File: src/verilog/muldiv_pkg.sv
// M-extension shared definitions
`default_nettype none

package muldiv_pkg;

  ////////////////////
  // widths
  ////////////////////

  // operand and result width of RV32
  localparam int unsigned Xlen = 32;
  localparam int unsigned XlenLog2 = $clog2(Xlen);

  ////////////////////
  // instruction fields
  ////////////////////

  // R-type OP major opcode
  localparam logic [6:0] OpcodeOp = 7'b0110011;
  // funct7 that selects the M extension within OP
  localparam logic [6:0] Funct7MulDiv = 7'b0000001;

  // funct3 codes of the M extension
  typedef enum logic [2:0] {
    MUL    = 3'b000,
    MULH   = 3'b001,
    MULHSU = 3'b010,
    MULHU  = 3'b011,
    DIV    = 3'b100,
    DIVU   = 3'b101,
    REM    = 3'b110,
    REMU   = 3'b111
  } muldiv_op_e;

  // divide class goes to the serial divider
  function automatic logic is_div_op(muldiv_op_e op);
    return op inside {DIV, DIVU, REM, REMU};
  endfunction

endpackage

`default_nettype wire

File: src/verilog/leading_zero_counter.sv
// leading zero counter
`timescale 1ns/10ps
`default_nettype none

module leading_zero_counter import muldiv_pkg::*; (
  input  logic [Xlen-1:0]     in_i,
  output logic [XlenLog2-1:0] count_o,
  output logic                zero_o
);

  logic found;

  // priority search, first one seen from the msb wins
  always_comb begin
    found   = 1'b0;
    count_o = '0;
    for (int i = Xlen - 1; i >= 0; i--) begin
      if (!found && in_i[i]) begin
        found   = 1'b1;
        count_o = XlenLog2'(Xlen - 1 - i);
      end
    end
  end

  // count is meaningless here, callers check this flag
  assign zero_o = ~found;

endmodule

`default_nettype wire

File: src/verilog/mul_unit.sv
// single-stage multiplier
`timescale 1ns/10ps
`default_nettype none

module mul_unit import muldiv_pkg::*; #(
  parameter int unsigned IdWidth = 5
) (
  input  logic               clk_i,
  input  logic               rst_ni,
  input  logic               valid_i,
  output logic               ready_o,
  input  muldiv_op_e         op_i,
  input  logic [Xlen-1:0]    operand_a_i,
  input  logic [Xlen-1:0]    operand_b_i,
  input  logic [IdWidth-1:0] id_i,
  output logic               valid_o,
  input  logic               ready_i,
  output logic [Xlen-1:0]    result_o,
  output logic [IdWidth-1:0] id_o
);

  logic                     sign_a;
  logic                     sign_b;
  logic                     select_upper;
  logic signed [Xlen:0]     operand_a_ext;
  logic signed [Xlen:0]     operand_b_ext;
  logic signed [2*Xlen-1:0] product;
  logic                     accept;

  logic                     valid_q;
  logic                     select_upper_q;
  logic [2*Xlen-1:0]        product_q;
  logic [IdWidth-1:0]       id_q;

  // operand signedness per operation
  always_comb begin
    sign_a = 1'b0;
    sign_b = 1'b0;
    unique case (op_i)
      MULH: begin
        sign_a = 1'b1;
        sign_b = 1'b1;
      end
      MULHSU: sign_a = 1'b1;
      default: ;
    endcase
  end

  // only MUL keeps the low word
  assign select_upper = (op_i != MUL);

  // one extra bit turns every form into a signed multiply
  assign operand_a_ext = {sign_a & operand_a_i[Xlen-1], operand_a_i};
  assign operand_b_ext = {sign_b & operand_b_i[Xlen-1], operand_b_i};
  assign product       = operand_a_ext * operand_b_ext;

  // accept while empty or while the held result leaves
  assign ready_o = ~valid_q | ready_i;
  assign accept  = valid_i & ready_o;

  always_ff @(posedge clk_i or negedge rst_ni) begin
    if (!rst_ni) begin
      valid_q <= 1'b0;
    end else if (accept) begin
      valid_q <= 1'b1;
    end else if (ready_i) begin
      valid_q <= 1'b0;
    end
  end

  always_ff @(posedge clk_i) begin
    if (accept) begin
      product_q      <= product;
      select_upper_q <= select_upper;
      id_q           <= id_i;
    end
  end

  assign valid_o  = valid_q;
  assign id_o     = id_q;
  assign result_o = select_upper_q ? product_q[2*Xlen-1:Xlen] : product_q[Xlen-1:0];

endmodule

`default_nettype wire

File: src/verilog/serial_divider.sv
// serial divider
`timescale 1ns/10ps
`default_nettype none

module serial_divider import muldiv_pkg::*; #(
  parameter int unsigned IdWidth = 5
) (
  input  logic               clk_i,
  input  logic               rst_ni,
  input  logic               in_valid_i,
  output logic               in_ready_o,
  input  muldiv_op_e         op_i,
  input  logic [Xlen-1:0]    op_a_i,
  input  logic [Xlen-1:0]    op_b_i,
  input  logic [IdWidth-1:0] id_i,
  output logic               out_valid_o,
  input  logic               out_ready_i,
  output logic [Xlen-1:0]    result_o,
  output logic [IdWidth-1:0] id_o
);

  localparam int unsigned CntWidth   = $clog2(Xlen + 1);
  localparam int unsigned ShiftWidth = CntWidth + 1;

  typedef enum logic [1:0] {
    IDLE,
    DIVIDE,
    FINISH
  } state_e;

  state_e state_q;
  state_e state_d;

  logic                  signed_op;
  logic                  rem_op;
  logic                  a_sign;
  logic                  b_sign;
  logic                  b_zero;
  logic [Xlen-1:0]       lzc_a_in;
  logic [Xlen-1:0]       lzc_b_in;
  logic [XlenLog2-1:0]   lzc_a_count;
  logic [XlenLog2-1:0]   lzc_b_count;
  logic                  lzc_a_zero;
  logic                  lzc_b_zero;
  logic [CntWidth-1:0]   shift_a;
  logic [ShiftWidth-1:0] div_shift;
  logic [Xlen-1:0]       b_aligned;
  logic [Xlen-1:0]       a_load;

  logic                  load_en;
  logic                  shift_en;
  logic                  ab_comp;
  logic                  cnt_zero;
  logic [Xlen-1:0]       out_mux;

  logic [Xlen-1:0]       op_a_q;
  logic [Xlen-1:0]       op_b_q;
  logic [Xlen-1:0]       res_q;
  logic [IdWidth-1:0]    id_q;
  logic [CntWidth-1:0]   cnt_q;
  logic                  rem_sel_q;
  logic                  comp_inv_q;
  logic                  res_inv_q;
  logic                  b_zero_q;
  logic                  res_zero_q;

  assign signed_op = op_i inside {DIV, REM};
  assign rem_op    = op_i inside {REM, REMU};
  assign a_sign    = op_a_i[Xlen-1];
  assign b_sign    = op_b_i[Xlen-1];
  assign b_zero    = (op_b_i == '0);

  ////////////////////
  // operand alignment
  ////////////////////

  // one's complement approximates the magnitude, the shift keeps it conservative
  assign lzc_a_in = (signed_op & a_sign) ? {~op_a_i[Xlen-2:0], 1'b0} : op_a_i;
  assign lzc_b_in = (signed_op & b_sign) ? ~op_b_i : op_b_i;

  leading_zero_counter lzc_a_inst (
    .in_i    (lzc_a_in),
    .count_o (lzc_a_count),
    .zero_o  (lzc_a_zero)
  );

  leading_zero_counter lzc_b_inst (
    .in_i    (lzc_b_in),
    .count_o (lzc_b_count),
    .zero_o  (lzc_b_zero)
  );

  assign shift_a   = lzc_a_zero ? CntWidth'(Xlen) : CntWidth'(lzc_a_count);
  // negative shift means |b| > |a| and the quotient is zero
  assign div_shift = lzc_b_zero ? ShiftWidth'(Xlen) :
                     ShiftWidth'(lzc_b_count) - ShiftWidth'(shift_a);
  assign b_aligned = op_b_i << div_shift[CntWidth-1:0];

  // remainder register carries the divisor's sign during the loop
  assign a_load = (signed_op & (a_sign ^ b_sign)) ? -op_a_i : op_a_i;

  ////////////////////
  // datapath
  ////////////////////

  // magnitude compare, inverted when both sides are negative
  assign ab_comp  = ((op_a_q == op_b_q) | ((op_a_q > op_b_q) ^ comp_inv_q)) &
                    ((|op_a_q) | b_zero_q);
  assign cnt_zero = (cnt_q == '0);
  assign out_mux  = rem_sel_q ? op_a_q : res_q;
  assign result_o = res_inv_q ? -out_mux : out_mux;
  assign id_o     = id_q;

  ////////////////////
  // control FSM
  ////////////////////

  always_comb begin
    state_d     = state_q;
    in_ready_o  = 1'b0;
    out_valid_o = 1'b0;
    load_en     = 1'b0;
    shift_en    = 1'b0;
    unique case (state_q)
      IDLE: begin
        in_ready_o = 1'b1;
        if (in_valid_i) begin
          load_en = 1'b1;
          state_d = DIVIDE;
        end
      end
      DIVIDE: begin
        if (res_zero_q) begin
          // early exit, remainder is the dividend
          out_valid_o = 1'b1;
          state_d     = out_ready_i ? IDLE : FINISH;
        end else begin
          shift_en = 1'b1;
          if (cnt_zero) begin
            state_d = FINISH;
          end
        end
      end
      FINISH: begin
        out_valid_o = 1'b1;
        if (out_ready_i) begin
          state_d = IDLE;
        end
      end
      default: state_d = IDLE;
    endcase
  end

  always_ff @(posedge clk_i or negedge rst_ni) begin
    if (!rst_ni) begin
      state_q    <= IDLE;
      cnt_q      <= '0;
      rem_sel_q  <= 1'b0;
      comp_inv_q <= 1'b0;
      res_inv_q  <= 1'b0;
      b_zero_q   <= 1'b0;
      res_zero_q <= 1'b0;
    end else begin
      state_q <= state_d;
      if (load_en) begin
        cnt_q      <= div_shift[CntWidth-1:0];
        rem_sel_q  <= rem_op;
        comp_inv_q <= signed_op & b_sign;
        b_zero_q   <= b_zero;
        // division by zero keeps the all-ones quotient
        res_inv_q  <= (~b_zero | rem_op) & signed_op & (a_sign ^ b_sign);
        res_zero_q <= div_shift[ShiftWidth-1];
      end else if (shift_en && !cnt_zero) begin
        cnt_q <= cnt_q - 1'b1;
      end
    end
  end

  // working registers, one quotient bit per cycle
  always_ff @(posedge clk_i) begin
    if (load_en) begin
      op_a_q <= a_load;
      op_b_q <= b_aligned;
      res_q  <= '0;
      id_q   <= id_i;
    end else if (shift_en) begin
      if (ab_comp) begin
        op_a_q <= op_a_q - op_b_q;
      end
      // arithmetic shift for a negative divisor
      op_b_q <= {comp_inv_q, op_b_q[Xlen-1:1]};
      res_q  <= {res_q[Xlen-2:0], ab_comp};
    end
  end

endmodule

`default_nettype wire

File: src/verilog/result_arbiter.sv
// round-robin response arbiter
`timescale 1ns/10ps
`default_nettype none

module result_arbiter #(
  parameter type         payload_t = logic,
  parameter int unsigned NumInputs = 2
) (
  input  logic                 clk_i,
  input  logic                 rst_ni,
  input  logic [NumInputs-1:0] in_valid_i,
  output logic [NumInputs-1:0] in_ready_o,
  input  payload_t             in_payload_i [NumInputs],
  output logic                 out_valid_o,
  input  logic                 out_ready_i,
  output payload_t             out_payload_o
);

  localparam int unsigned IdxWidth = (NumInputs > 1) ? $clog2(NumInputs) : 1;

  logic [IdxWidth-1:0] prio_q;
  logic                lock_q;
  logic [IdxWidth-1:0] lock_idx_q;
  logic [IdxWidth-1:0] rr_idx;
  logic                rr_found;
  logic [IdxWidth-1:0] gnt_idx;
  logic [IdxWidth-1:0] next_prio;

  // first valid input at or after the priority pointer
  always_comb begin
    int unsigned idx;
    rr_idx   = '0;
    rr_found = 1'b0;
    for (int unsigned off = 0; off < NumInputs; off++) begin
      idx = prio_q + off;
      if (idx >= NumInputs) begin
        idx = idx - NumInputs;
      end
      if (!rr_found && in_valid_i[idx]) begin
        rr_found = 1'b1;
        rr_idx   = IdxWidth'(idx);
      end
    end
  end

  // a stalled grant stays put until it is taken
  assign gnt_idx       = lock_q ? lock_idx_q : rr_idx;
  assign out_valid_o   = lock_q ? in_valid_i[lock_idx_q] : rr_found;
  assign out_payload_o = in_payload_i[gnt_idx];
  assign next_prio     = (gnt_idx == IdxWidth'(NumInputs - 1)) ? '0 : gnt_idx + 1'b1;

  always_comb begin
    for (int unsigned i = 0; i < NumInputs; i++) begin
      in_ready_o[i] = out_ready_i & out_valid_o & (gnt_idx == IdxWidth'(i));
    end
  end

  always_ff @(posedge clk_i or negedge rst_ni) begin
    if (!rst_ni) begin
      prio_q     <= '0;
      lock_q     <= 1'b0;
      lock_idx_q <= '0;
    end else if (out_valid_o && out_ready_i) begin
      lock_q <= 1'b0;
      prio_q <= next_prio;
    end else if (out_valid_o) begin
      lock_q     <= 1'b1;
      lock_idx_q <= gnt_idx;
    end
  end

endmodule

`default_nettype wire

File: src/verilog/shared_muldiv.sv
// shared M-extension unit
`timescale 1ns/10ps
`default_nettype none

module shared_muldiv import muldiv_pkg::*; #(
  parameter int unsigned IdWidth = 5
) (
  input  logic               clk_i,
  input  logic               rst_ni,
  // request port
  input  logic               req_valid_i,
  output logic               req_ready_o,
  input  logic [31:0]        req_instr_i,
  input  logic [Xlen-1:0]    req_op_a_i,
  input  logic [Xlen-1:0]    req_op_b_i,
  input  logic [IdWidth-1:0] req_id_i,
  // response port
  output logic               resp_valid_o,
  input  logic               resp_ready_i,
  output logic [Xlen-1:0]    resp_data_o,
  output logic [IdWidth-1:0] resp_id_o,
  output logic               resp_error_o
);

  typedef struct packed {
    logic [Xlen-1:0]    data;
    logic [IdWidth-1:0] id;
    logic               error;
  } resp_t;

  // arbiter slots: 0 divider, 1 multiplier, 2 error
  localparam int unsigned NumSources = 3;

  logic                  is_muldiv;
  muldiv_op_e            req_op;
  logic                  mul_valid_in;
  logic                  mul_ready_in;
  logic                  div_valid_in;
  logic                  div_ready_in;
  logic                  mul_valid;
  logic                  div_valid;
  logic [Xlen-1:0]       mul_result;
  logic [Xlen-1:0]       div_result;
  logic [IdWidth-1:0]    mul_id;
  logic [IdWidth-1:0]    div_id;
  logic                  err_accept;
  logic                  err_valid_q;
  logic [IdWidth-1:0]    err_id_q;
  logic [NumSources-1:0] src_valid;
  logic [NumSources-1:0] src_ready;
  resp_t                 src_payload [NumSources];
  resp_t                 resp_payload;

  ////////////////////
  // decoder
  ////////////////////

  assign is_muldiv = (req_instr_i[6:0] == OpcodeOp) && (req_instr_i[31:25] == Funct7MulDiv);
  assign req_op    = muldiv_op_e'(req_instr_i[14:12]);

  always_comb begin
    mul_valid_in = 1'b0;
    div_valid_in = 1'b0;
    if (!is_muldiv) begin
      req_ready_o = ~err_valid_q;
    end else if (is_div_op(req_op)) begin
      div_valid_in = req_valid_i;
      req_ready_o  = div_ready_in;
    end else begin
      mul_valid_in = req_valid_i;
      req_ready_o  = mul_ready_in;
    end
  end

  // illegal instruction slot
  assign err_accept = req_valid_i & ~is_muldiv & ~err_valid_q;

  always_ff @(posedge clk_i or negedge rst_ni) begin
    if (!rst_ni) begin
      err_valid_q <= 1'b0;
    end else if (err_accept) begin
      err_valid_q <= 1'b1;
    end else if (src_ready[2]) begin
      err_valid_q <= 1'b0;
    end
  end

  always_ff @(posedge clk_i) begin
    if (err_accept) begin
      err_id_q <= req_id_i;
    end
  end

  ////////////////////
  // units
  ////////////////////

  mul_unit #(
    .IdWidth (IdWidth)
  ) mul_unit_inst (
    .clk_i       (clk_i),
    .rst_ni      (rst_ni),
    .valid_i     (mul_valid_in),
    .ready_o     (mul_ready_in),
    .op_i        (req_op),
    .operand_a_i (req_op_a_i),
    .operand_b_i (req_op_b_i),
    .id_i        (req_id_i),
    .valid_o     (mul_valid),
    .ready_i     (src_ready[1]),
    .result_o    (mul_result),
    .id_o        (mul_id)
  );

  serial_divider #(
    .IdWidth (IdWidth)
  ) serial_divider_inst (
    .clk_i       (clk_i),
    .rst_ni      (rst_ni),
    .in_valid_i  (div_valid_in),
    .in_ready_o  (div_ready_in),
    .op_i        (req_op),
    .op_a_i      (req_op_a_i),
    .op_b_i      (req_op_b_i),
    .id_i        (req_id_i),
    .out_valid_o (div_valid),
    .out_ready_i (src_ready[0]),
    .result_o    (div_result),
    .id_o        (div_id)
  );

  ////////////////////
  // response path
  ////////////////////

  assign src_valid      = {err_valid_q, mul_valid, div_valid};
  assign src_payload[0] = '{data: div_result, id: div_id, error: 1'b0};
  assign src_payload[1] = '{data: mul_result, id: mul_id, error: 1'b0};
  assign src_payload[2] = '{data: '0, id: err_id_q, error: 1'b1};

  result_arbiter #(
    .payload_t (resp_t),
    .NumInputs (NumSources)
  ) result_arbiter_inst (
    .clk_i         (clk_i),
    .rst_ni        (rst_ni),
    .in_valid_i    (src_valid),
    .in_ready_o    (src_ready),
    .in_payload_i  (src_payload),
    .out_valid_o   (resp_valid_o),
    .out_ready_i   (resp_ready_i),
    .out_payload_o (resp_payload)
  );

  assign resp_data_o  = resp_payload.data;
  assign resp_id_o    = resp_payload.id;
  assign resp_error_o = resp_payload.error;

endmodule

`default_nettype wire

File: config.mk
export PLATFORM = sky130hd
export DESIGN_NAME = shared_muldiv
export DESIGN_NICKNAME = d
export VERILOG_FILES = /design/src/verilog/muldiv_pkg.sv /design/src/verilog/leading_zero_counter.sv /design/src/verilog/mul_unit.sv /design/src/verilog/serial_divider.sv /design/src/verilog/result_arbiter.sv /design/src/verilog/shared_muldiv.sv
export SDC_FILE = /design/constraint.sdc
export NUM_CORES = 2
export LEC_CHECK = 0
export BUFFER_PORTS_ARGS = -buffer_cell sky130_fd_sc_hd__buf_2
export CORE_ASPECT_RATIO = 1.5
export CORE_UTILIZATION = 29
export DETAILED_ROUTE_END_ITERATION = 10
export GPL_ROUTABILITY_DRIVEN = 1
export PLACE_DENSITY = 0.55
export SLEW_MARGIN = 30
export SYNTH_ARGS = -nofsm -noshare
export SYNTH_HDL_FRONTEND = slang
export SYNTH_SLANG_ARGS = --single-unit
File: constraint.sdc
create_clock -name clk_i -period 8.69 [get_ports clk_i]
set_input_delay 1.3035 -clock clk_i [delete_from_list [all_inputs] [get_ports clk_i]]
set_output_delay 1.3035 -clock clk_i [all_outputs]
set_load 0.01 [all_outputs]
==> impl_results.rst <==
.. list-table::
   :header-rows: 1

   * - Metric
     - Value
   * - Run status
     - completed
   * - Cell area after technology mapping
     - 0.0528 mm^2
   * - Upper clock frequency limit
     - 0.116 GHz
   * - Reported max-cap violation count
     - 0
   * - First DRT Iteration DRCs
     - 2473
   * - Clock Latency Late Sink
     - 480 ps
   * - Area added between synthesis and finish
     - 15.8%
   * - Unrepaired setup endpoints after global routing
     - true
   * - Clock tree from TritonCTS
     - built
   * - Clock skew after layout
     - 20.8 ps
   * - Synthesized area per cell
     - 8.93 um^2
   * - Kind of capture point of the worst setup path
     - register
   * - Register clock-pin slew on the reported worst setup and hold paths
     - 80 ps
   * - Maximum cell stage delay along the critical path
     - 630 ps
   * - Number of routed nets with antenna violations
     - 0
   * - Path category of the worst min-delay check
     - register to register
   * - Post-Place Worst Slack
     - -894 ps
   * - Worst slew margin relative to its limit
     - 0.383
   * - Cell repeated most along the worst path
     - sky130_fd_sc_hd__fa_1
   * - Syn_nets
     - 7401
   * - Horizontal extent of the die
     - 350 um
   * - Register bit count reported by yosys
     - 196
   * - Number of vias per cell after detailed routing
     - 4.93
   * - First-pass GRT wire length
     - 281000 um
   * - Required time worst endpoint
     - 8900 ps
   * - Final hold violation count
     - 0
   * - Half-perimeter wire length of the detailed placement result
     - 160000 um
   * - Number of global-route vias before repair
     - 46200
   * - Die Outline Area
     - 0.184 mm^2
   * - CP startpoint kind
     - primary input
   * - Port bufs
     - 129
   * - Antenna violations before repair
     - 16
   * - Post-layout worst setup margin
     - 82.9 ps
   * - Remaining DRCs
     - 0
   * - Share of layout cells above drive strength 1
     - 0.138
   * - Drt wl/cell
     - 21.4 um
   * - Number of fillers in the final layout
     - 18700
   * - Number of enable-type register cells in the synthesized netlist
     - 144
   * - Grt total ovfl
     - 0
   * - Minimum clock period after layout
     - 8610 ps
   * - WL final
     - 186000 um
   * - Critical setup path kind
     - primary input to register
   * - Largest net degree at the start of global routing
     - 90
   * - Number of nets in the layout
     - 7750
   * - Count of final setup violators
     - 0
   * - Via count of the routed design
     - 42800
   * - Ports placed on the boundary
     - 145
   * - GPL Wtd Cong
     - 0.970
   * - Clock H-tree levels
     - 4
   * - Total CTS buffers
     - 17
   * - Utilization after layout
     - 0.338
   * - Maximum fanout count along the critical path
     - 8
   * - Worst hold slack after final layout
     - 458 ps
   * - Global router's overall resource usage
     - 0.203
   * - Syn. warnings
     - 0
   * - Number of sinks driven by the clock tree
     - 196
   * - Transition time of the tightest slew-check pin
     - 924 ps
   * - Buffer cell driving the clock tree root
     - sky130_fd_sc_hd__clkbuf_16
   * - Share of flip-flops with an asynchronous set or reset
     - 0.102
   * - Area of the core
     - 0.181 mm^2
   * - Cell count after synthesis
     - 5909
   * - Number of search-and-repair iterations in the first detailed-routing pass
     - 6
   * - Buffer depth of the longest clock path
     - 2
   * - Register area share after synthesis
     - 0.104
   * - Data arrival at the endpoint of the critical path
     - 8820 ps
   * - Cell type of the slowest stage on the worst timing path
     - sky130_fd_sc_hd__fa_2
   * - Primary FF master, synth
     - sky130_fd_sc_hd__edfxtp_1
   * - Post-synthesis cell type count
     - 90
   * - Number of core rows
     - 191
   * - Final Cycle Share
     - 0.990
   * - Height of the chip
     - 525 um
   * - Initial standard-cell utilization of the core
     - 0.292
   * - Final slew viol count
     - 0
cell usage in the layout, fill, tap and decap left out, types with 11 or more instances in the layout:
| cell type | synthesis | routed |
|---|---|---|
| sky130_fd_sc_hd__nor3_1 | 69 | 66 |
| sky130_fd_sc_hd__nor4_1 | 11 | 11 |
| sky130_fd_sc_hd__nand4_1 | 20 | 20 |
| sky130_fd_sc_hd__dfxtp_1 | 32 | 32 |
| sky130_fd_sc_hd__xnor2_1 | 98 | 95 |
| sky130_fd_sc_hd__or2_2 | 14 | 13 |
| sky130_fd_sc_hd__xor2_1 | 63 | 62 |
| sky130_fd_sc_hd__or3_1 | 20 | 20 |
| sky130_fd_sc_hd__o21a_1 | 27 | 26 |
| sky130_fd_sc_hd__a21o_1 | 49 | 49 |
| sky130_fd_sc_hd__mux2i_1 | 104 | 104 |
| sky130_fd_sc_hd__clkbuf_16 | 0 | 17 |
| sky130_fd_sc_hd__o21ai_0 | 157 | 150 |
| sky130_fd_sc_hd__o21ai_1 | 9 | 12 |
| sky130_fd_sc_hd__inv_1 | 1055 | 1042 |
| sky130_fd_sc_hd__o21bai_1 | 22 | 18 |
| sky130_fd_sc_hd__nand3_1 | 47 | 43 |
| sky130_fd_sc_hd__nor2b_1 | 26 | 25 |
| sky130_fd_sc_hd__o31ai_1 | 21 | 20 |
| sky130_fd_sc_hd__a211oi_1 | 54 | 50 |
| sky130_fd_sc_hd__nor2_1 | 233 | 230 |
| sky130_fd_sc_hd__fa_1 | 1127 | 1119 |
| sky130_fd_sc_hd__o211ai_1 | 18 | 18 |
| sky130_fd_sc_hd__ha_1 | 260 | 254 |
| sky130_fd_sc_hd__nand2b_1 | 48 | 48 |
| sky130_fd_sc_hd__dfrtp_1 | 20 | 19 |
| sky130_fd_sc_hd__buf_12 | 0 | 53 |
| sky130_fd_sc_hd__nand2_1 | 958 | 955 |
| sky130_fd_sc_hd__edfxtp_1 | 144 | 144 |
| sky130_fd_sc_hd__and3_1 | 22 | 18 |
| sky130_fd_sc_hd__a221oi_1 | 13 | 13 |
| sky130_fd_sc_hd__mux2_2 | 11 | 11 |
| sky130_fd_sc_hd__o22ai_1 | 26 | 26 |
| sky130_fd_sc_hd__and2_1 | 338 | 336 |
| sky130_fd_sc_hd__a22oi_1 | 16 | 16 |
| sky130_fd_sc_hd__a31oi_1 | 21 | 21 |
| sky130_fd_sc_hd__buf_4 | 4 | 518 |
| sky130_fd_sc_hd__a21oi_1 | 220 | 213 |
| sky130_fd_sc_hd__buf_2 | 12 | 118 |
logic make-up after synthesis:
family	after synthesis	synth area share
xor+xnor	162	0.0270
compound gates	753	0.0910
flops	196	0.104
mux	117	0.0229
buf+inv	1432	0.103
simple gates	1862	0.164
fa+ha+maj	1387	0.489
path summary, 6_finish.rpt:
kind | from | end | slack, ps | depth (start not counted)
setup / recovery | req_instr_i[12] | mul_unit_inst.product_q[59] | 80 | 29
hold / removal | serial_divider_inst.res_q[31] | serial_divider_inst.res_q[31] | 460 | 2
setup reg to reg | serial_divider_inst.op_a_q[2] | serial_divider_inst.op_a_q[7] | 4320 | 11
hold reg to reg | serial_divider_inst.res_q[31] | serial_divider_inst.res_q[31] | 460 | 2
max in group asynchronous | rst_ni | serial_divider_inst.rem_sel_q | 7490 | 1
min in group asynchronous | rst_ni | result_arbiter_inst.lock_idx_q[1] | 810 | 1
flip-flops by register name (all words and copies together), names as in the netlist, 2 cells and up:
name	count
serial_divider_inst.cnt_q	6
serial_divider_inst.op_b_q	32
serial_divider_inst.id_o	5
result_arbiter_inst.prio_q	2
serial_divider_inst.op_a_q	32
result_arbiter_inst.lock_idx_q	2
serial_divider_inst.res_q	32
serial_divider_inst.state_q	2
err_id_q	5
mul_unit_inst.product_q	64
mul_unit_inst.id_o	5
metal layers:
layer	vias up	GRT usage	wire, um
met5	-	0	98
met4	14	0.131	14300
met3	509	0.0225	8070
met2	1279	0.380	99200
met1	22000	0.213	64300
li1	19000	-	-
per-stage QoR:
step / area (um^2) / setup TNS [ps] / std cells
after floorplan: 52900 / -3420 / 5909
after global placement: 60000 / -17560 / 8643
after detailed placement: 60100 / -16780 / 8643
after CTS: 60800 / 0 / 8677
after global routing: 61100 / -252 / 8682
final: 61100 / 0 / 8690
timing repair:
| action | in CTS | in global routing |
|---|---|---|
| pin swaps | 16 | 40 |
| gates resized for setup | 38 | 61 |
| hold buffers | 0 | 0 |
| endpoints found under the setup margin | 16 | 24 |
| setup buffers | 3 | 6 |
layout make-up:
| type | count | area [um^2] | share of cell area |
|---|---|---|---|
| antenna | 8 | 20.0 | 0.000327 |
| clock buffer | 18 | 429 | 0.00702 |
| clock inverter | 13 | 190 | 0.00311 |
| inverter | 1057 | 3980 | 0.0651 |
| multi-input combinational | 4281 | 42300 | 0.692 |
| sequential | 196 | 5470 | 0.0894 |
| tap | 2412 | 3020 | 0.0494 |
| timing repair buffer | 705 | 5710 | 0.0934 |
critical path: cells and delay by family:
family / cells / cell delay [ps]
adders and majority gates: 9 / 4490
AOI/OAI and AO/OA: 6 / 1170
buffers and inverters: 9 / 960
and+or+nand+nor: 4 / 710
xor gates and xnor gates: 1 / 160
synthesized netlist by cell type, drive strengths merged, types with 20 or more instances:
master	instances	area [um^2]
dfxtp	32	641
a211oi	54	405
o22ai	26	163
or3	20	125
a21oi	220	1100
inv	1055	3960
nor3	69	345
nand4	20	125
nor2b	26	163
nor2	235	887
nand2	960	3610
mux2i	104	1040
fa	1127	22600
o21ai	168	856
nand3	47	235
xnor2	99	875
dfrtp	20	500
a21o	49	368
edfxtp	144	4320
o21a	27	203
o31ai	21	158
nand2b	48	300
xor2	63	552
ha	260	3250
o21bai	22	165
and2	341	2130
a31oi	21	131
clkbuf	320	1200
buf	55	244
and3	22	138
Power is not shown: default switching activity piles up to over one toggle a cycle in this logic, so the estimate is an artifact.
